## config.mk

```make
export PLATFORM = sky130hd
export DESIGN_NAME = memory_controller
export DESIGN_NICKNAME = d
export VERILOG_FILES = /design/src/mem_geometry_pkg.sv /design/src/mem_word_pkg.sv /design/src/memory_controller.sv
export SDC_FILE = /design/constraint.sdc
export NUM_CORES = 1
export LEC_CHECK = 0
export ABC_AREA = 0
export BUFFER_PORTS_ARGS = -buffer_cell sky130_fd_sc_hd__buf_4
export CORE_UTILIZATION = 36
export DETAILED_ROUTE_END_ITERATION = 8
export PLACE_DENSITY = 0.69
export SLEW_MARGIN = 15
export SYNTH_ARGS = -nofsm -noshare
export SYNTH_HDL_FRONTEND = slang
export SYNTH_SLANG_ARGS = --single-unit
```

## constraint.sdc

```tcl
create_clock -name clk -period 2 [get_ports clk]
set_input_delay 0.2 -clock clk [delete_from_list [all_inputs] [get_ports clk]]
set_output_delay 0.2 -clock clk [all_outputs]
set_load 0.02 [all_outputs]
```

## src/mem_geometry_pkg.sv

```systemverilog
//######################################
// Geometry of the memory array. Bank count defaults only,
// the top level overrides NUM_BANKS and BANK_SEL_BITS
//######################################

package mem_geometry_pkg;

  // One chip holds 16K single-bit cells
  localparam int CHIP_ADDR_BITS = 14;                  // Address pins per chip
  localparam int CHIP_DEPTH     = 2 ** CHIP_ADDR_BITS; // Cells per chip

  // Bank selection sits above the chip address
  localparam int NUM_BANKS_DEFAULT     = 4; // 1, 2, 4 or 8 supported
  localparam int BANK_SEL_BITS_DEFAULT = 2; // Must cover NUM_BANKS

  // Address as seen by a single chip
  typedef logic [CHIP_ADDR_BITS-1:0] chip_addr_t;

endpackage

```

## src/mem_word_pkg.sv

```systemverilog
//######################################
// Word layout. 16 data bits plus one odd parity bit,
// parity lives in the top chip of each bank
//######################################

package mem_word_pkg;

  localparam int WORD_BITS   = 16;            // User data width
  localparam int STORED_BITS = WORD_BITS + 1; // Chips per bank
  localparam int PARITY_POS  = WORD_BITS;     // Parity chip index

  // Data word as seen on the user side
  typedef logic [WORD_BITS-1:0] word_t;

  // Word as held in the array, parity on top
  typedef logic [STORED_BITS-1:0] stored_word_t;

endpackage

```

## src/memory_controller.sv

```systemverilog
//######################################
// rd/wr strobes taken only while ready is high, rd wins a tie.
// Fixed read latency of 2 edges, one read in flight
//######################################
`timescale 1ns/1ps

module memory_controller #(
  parameter int BANK_SEL_BITS = mem_geometry_pkg::BANK_SEL_BITS_DEFAULT
) (
  input  logic                                                clk,
  input  logic                                                reset_n,
  input  logic                                                rd,
  input  logic                                                wr,
  input  logic [BANK_SEL_BITS+mem_geometry_pkg::CHIP_ADDR_BITS-1:0] addr,
  input  mem_word_pkg::word_t                                 wdata,
  input  logic                                                force_bad_parity,
  output logic                                                ready,
  output mem_word_pkg::word_t                                 rdata,
  output logic                                                rvalid,
  output logic                                                parity_error,
  output mem_geometry_pkg::chip_addr_t                        chip_addr,
  output logic [BANK_SEL_BITS-1:0]                            bank_sel,
  output logic                                                ce_n,
  output logic                                                w_n,
  output mem_word_pkg::stored_word_t                          store_data,
  input  mem_word_pkg::stored_word_t                          load_data
);

  import mem_geometry_pkg::*;
  import mem_word_pkg::*;

  typedef enum logic [1:0] {
    S_IDLE,      // Free, writes go straight out
    S_RD_ACCESS, // Chips latch the read bit
    S_RD_HOLD    // Gated output visible, capture it
  } state_t;

  state_t state;
  logic   accept_rd;  // Read taken this edge
  logic   accept_wr;  // Write taken this edge
  logic   parity_bit; // Stored parity for the incoming word

  assign ready     = (state == S_IDLE);
  assign accept_rd = ready & rd;
  assign accept_wr = ready & wr & ~rd; // rd has priority

  // Odd parity, flipped on request for diagnostics
  assign parity_bit = ~(^wdata) ^ force_bad_parity;

  // Control sequence
  always_ff @(posedge clk) begin
    if (!reset_n) begin
      state        <= S_IDLE;
      ce_n         <= 1'b1;
      w_n          <= 1'b1;
      rvalid       <= 1'b0;
      parity_error <= 1'b0;
    end else begin
      rvalid       <= 1'b0; // Single cycle pulses
      parity_error <= 1'b0;
      case (state)
        S_IDLE: begin
          if (accept_rd) begin
            state <= S_RD_ACCESS;
            ce_n  <= 1'b0;
            w_n   <= 1'b1;
          end else if (accept_wr) begin
            ce_n <= 1'b0; // Chips write on the next edge
            w_n  <= 1'b0;
          end else begin
            ce_n <= 1'b1;
            w_n  <= 1'b1;
          end
        end
        S_RD_ACCESS: begin
          state <= S_RD_HOLD; // Keep ce_n low so q stays gated on
        end
        S_RD_HOLD: begin
          state  <= S_IDLE;
          ce_n   <= 1'b1;
          rvalid <= 1'b1;
          // Even count of ones across all 17 bits breaks odd parity
          parity_error <= ~(^load_data);
        end
        default: begin
          state <= S_IDLE;
          ce_n  <= 1'b1;
          w_n   <= 1'b1;
        end
      endcase
    end
  end

  // Address and data registers
  always_ff @(posedge clk) begin
    if (accept_rd || accept_wr) begin
      chip_addr <= addr[CHIP_ADDR_BITS-1:0];
      bank_sel  <= addr[CHIP_ADDR_BITS +: BANK_SEL_BITS]; // High bits pick bank
    end
    if (accept_wr) begin
      store_data[WORD_BITS-1:0] <= wdata;
      store_data[PARITY_POS]    <= parity_bit;
    end
    if (state == S_RD_HOLD) begin
      rdata <= load_data[WORD_BITS-1:0]; // Parity bit dropped
    end
  end

endmodule

```

==> metrics.md <==
| Metric | Value |
|---|---|
| Post-CTS sizing | 0 |
| CP max-delay cell | dfxtp_1 |
| Largest net degree at the start of global routing | 18 |
| Sw Ratio | 25.4% |
| Slew HR | 84.6% |
| Power Dens Cells | 902 nW/µm² |
| RSZ-0062 raised after global routing | no |
| Global-route wire length before repair | 6.29 mm |
| Hpwl dp | 3.26 mm |
| Chip height | 77.7 µm |
| HP Class | in -> reg |
| Avg Cell Area, Syn | 19.1 µm² |
| Clock power frac | 25.9% |
| Synth Warn # | 0 |
| RePlAce Congestion | 0.690 |
| Area delta synth->final | 49.8% |
| Clock-pin slew on the worst setup and hold paths | 0.10 ns |
| Pre-antenna DRT Iters | 4 |
| CTS Sinks | 55 |
| Core ar. | 5510 µm² |
| Post-route clock period utilization | 70.0% |
| Avg WL per Cell | 13.7 µm |
| Post-CTS setup repair buffer count | 0 |
| CP Launch Type | register |
| Seq/Total Area, Yosys | 77.1% |
| Reg2reg start | state[1] |
| Maximum clock path buffer count | 2 |
| NumNets Final | 284 |
| Slew Limit Fails | 0 |
| Psw | 707 µW |
| Clk root buf | clkbuf_8 |
| Die ar. | 6040 µm² |
| Share of cells above drive strength 1 | 52.2% |
| Routed WL | 4.08 mm |
| Clock skew | 0.00637 ns |
| CP required | 1.80 ns |
| Critical Path Source | state[0] |
| All-Layer GR Usage | 14.0% |
| Slowest stage delay, CP | 0.38 ns |
| CTS Buf Count | 5 |
| IO Port Bufs | 107 |
| Initial DRC Count | 33 |
| Vias in the first global route | 1332 |
| Final Hold Vio Count | 0 |
| Min cycle time layout | 1.40 ns |
| Seq cells post-synth | 55 |
| DRT antenna net count | 0 |
| Drc violations | 0 |
| Hold buffers post-CTS | 0 |
| Crit-path cells | inv_1 > ha_1 > buf_4 |
| Post-Place Worst Slack | 0.542 ns |
| Worst-Margin Slew | 0.231 ns |
| Initial antenna violation count | 0 |
| Vias | 1272 |
| Max Cap Viol | 0 |
| CP max FO | 4 |
| DR vias/cell | 4.27 |
| IO Count | 108 |
| Post-synth cell types | 14 |
| Area after DPL | 2980 µm² |
| Peak supply drop | 0.000358 V |
| CTS tree | yes |
| Kind of critical path | reg -> out |
| Logic pwr share | 23.3% |
| Hold WS | 0.0659 ns |
| Outcome | finished clean |
| H-tree level count | 2 |
| Worst hold path startpoint | addr[13] |
| Crit. End Element | output pin |
| CP arrival | 1.20 ns |
| Syn nets | 167 |
| Antenna diodes | 0 |
| Post-route cell area | 3090 µm² |
| Mapped Cells | 108 |
| Fmax | 714 MHz |
| Sequential share of power | 50.8% |
| Die W | 77.7 µm |
| Synthesized cell area | 2060 µm² |
| Clock Latency Late Sink | 0.30 ns |
| Initial core utilization | 37.5% |
| # rows | 27 |
| TNS Setup | 0 ns |
| Final worst slack | 0.600 ns |
| GRT overflow | 0 |
| Leak pwr | 0.00130 µW |
| Cell Int Power | 2080 µW |
| Setup violators final | 0 |
## placed cells by master, fill, tap and decap left out
cell,synthesis,routed
and2_1,1,1
buf_4,0,110
ha_1,5,5
clkinv_2,0,1
clkbuf_8,0,5
xor2_1,4,4
edfxtp_1,49,49
xnor2_1,21,21
nor2b_1,2,2
mux2i_1,5,5
inv_1,3,3
clkinv_4,0,1
o21ai_1,1,1
bufinv_16,0,1
nand2_1,5,5
dfxtp_1,6,6
nand2b_1,2,2
nand3b_1,1,1
xnor3_1,3,3
## worst paths after layout
kind	end	slack [ns]	cells after the start
max reg2reg	store_data[10]	0.60	5
min	chip_addr[13]	0.07	1
min reg2reg	ce_n	0.49	2
max	ready	0.60	3
## layout make-up
type,count,area [µm²]
inverters,3,11.3
flip-flops and latches,55,1590
clock inverters,3,43.8
clock buffers,5,68.8
well taps,72,90.1
fillers,464,2410
repair buffers,110,826
multi-input cells,50,462
## critical path, delay by kind of cell, from the launching register on
kind / cells / cell delay, ns
flops: 1 / 0.38
fa+ha+maj: 1 / 0.25
buf+inv: 2 / 0.26
## power by group through the flow
| stage | registers [µW] | clock network [µW] | logic [µW] |
|---|---|---|---|
| 2_1_floorplan | 1570 | 0 | 242 |
| 3_3_place_gp | 1440 | 0 | 650 |
| 3_5_place_dp | 1440 | 0 | 658 |
| 4_1_cts | 1420 | 751 | 661 |
| 5_1_grt | 1430 | 794 | 702 |
| 6_report | 1420 | 723 | 650 |
## flip-flops by register name (all words and copies together) (netlist names)
| signal | count |
|---|---|
| state | 2 |
| bank_sel | 2 |
| ce_n | 1 |
| w_n | 1 |
| rdata | 16 |
| store_data | 17 |
| rvalid | 1 |
| chip_addr | 14 |
| parity_error | 1 |
## synthesized netlist by cell type
cell      number  area (µm²)
and2_1         1        6.26
dfxtp_1        6         120
edfxtp_1      49        1470
ha_1           5        62.6
inv_1          3        11.3
mux2i_1        5        50.1
nand2_1        5        18.8
nand2b_1       2        12.5
nand3b_1       1        7.51
nor2b_1        2        12.5
o21ai_1        1        5.00
xnor2_1       21         184
xnor3_1        3        67.6
xor2_1         4        35.0
## through the flow
step / total power (µW) / cells / util, %
floorplan: 1810 / 108 / -
global placement: 2090 / 290 / 54.1
detailed placement: 2100 / 290 / 54.1
CTS: 2830 / 298 / 56.2
global route: 2920 / 298 / 56.2
finish: 2790 / 298 / 56.2
## cells by family (layout without fill, tap and decap cells)
family	count (synthesis)	in the layout	synth area share, %
xor gates and xnor gates	28	28	13.9
adders and majority gates	5	5	3.03
muxes	5	5	2.42
and+or+nand+nor	11	11	2.79
buffers and inverters	3	121	0.545
DFF	55	55	77.1
AOI/OAI and AO/OA	1	1	0.242
## routing by layer
metal / part of all wire [%] / vias to the layer above / GRT usage, %
met5: 0 / - / 0
met4: 2.3 / 0 / 6.98
met3: 5.4 / 8 / 3.18
met2: 54 / 55 / 24.3
met1: 39 / 593 / 16.3
li1: - / 616 / -
Note: power is estimated with default switching activity, not from simulation.
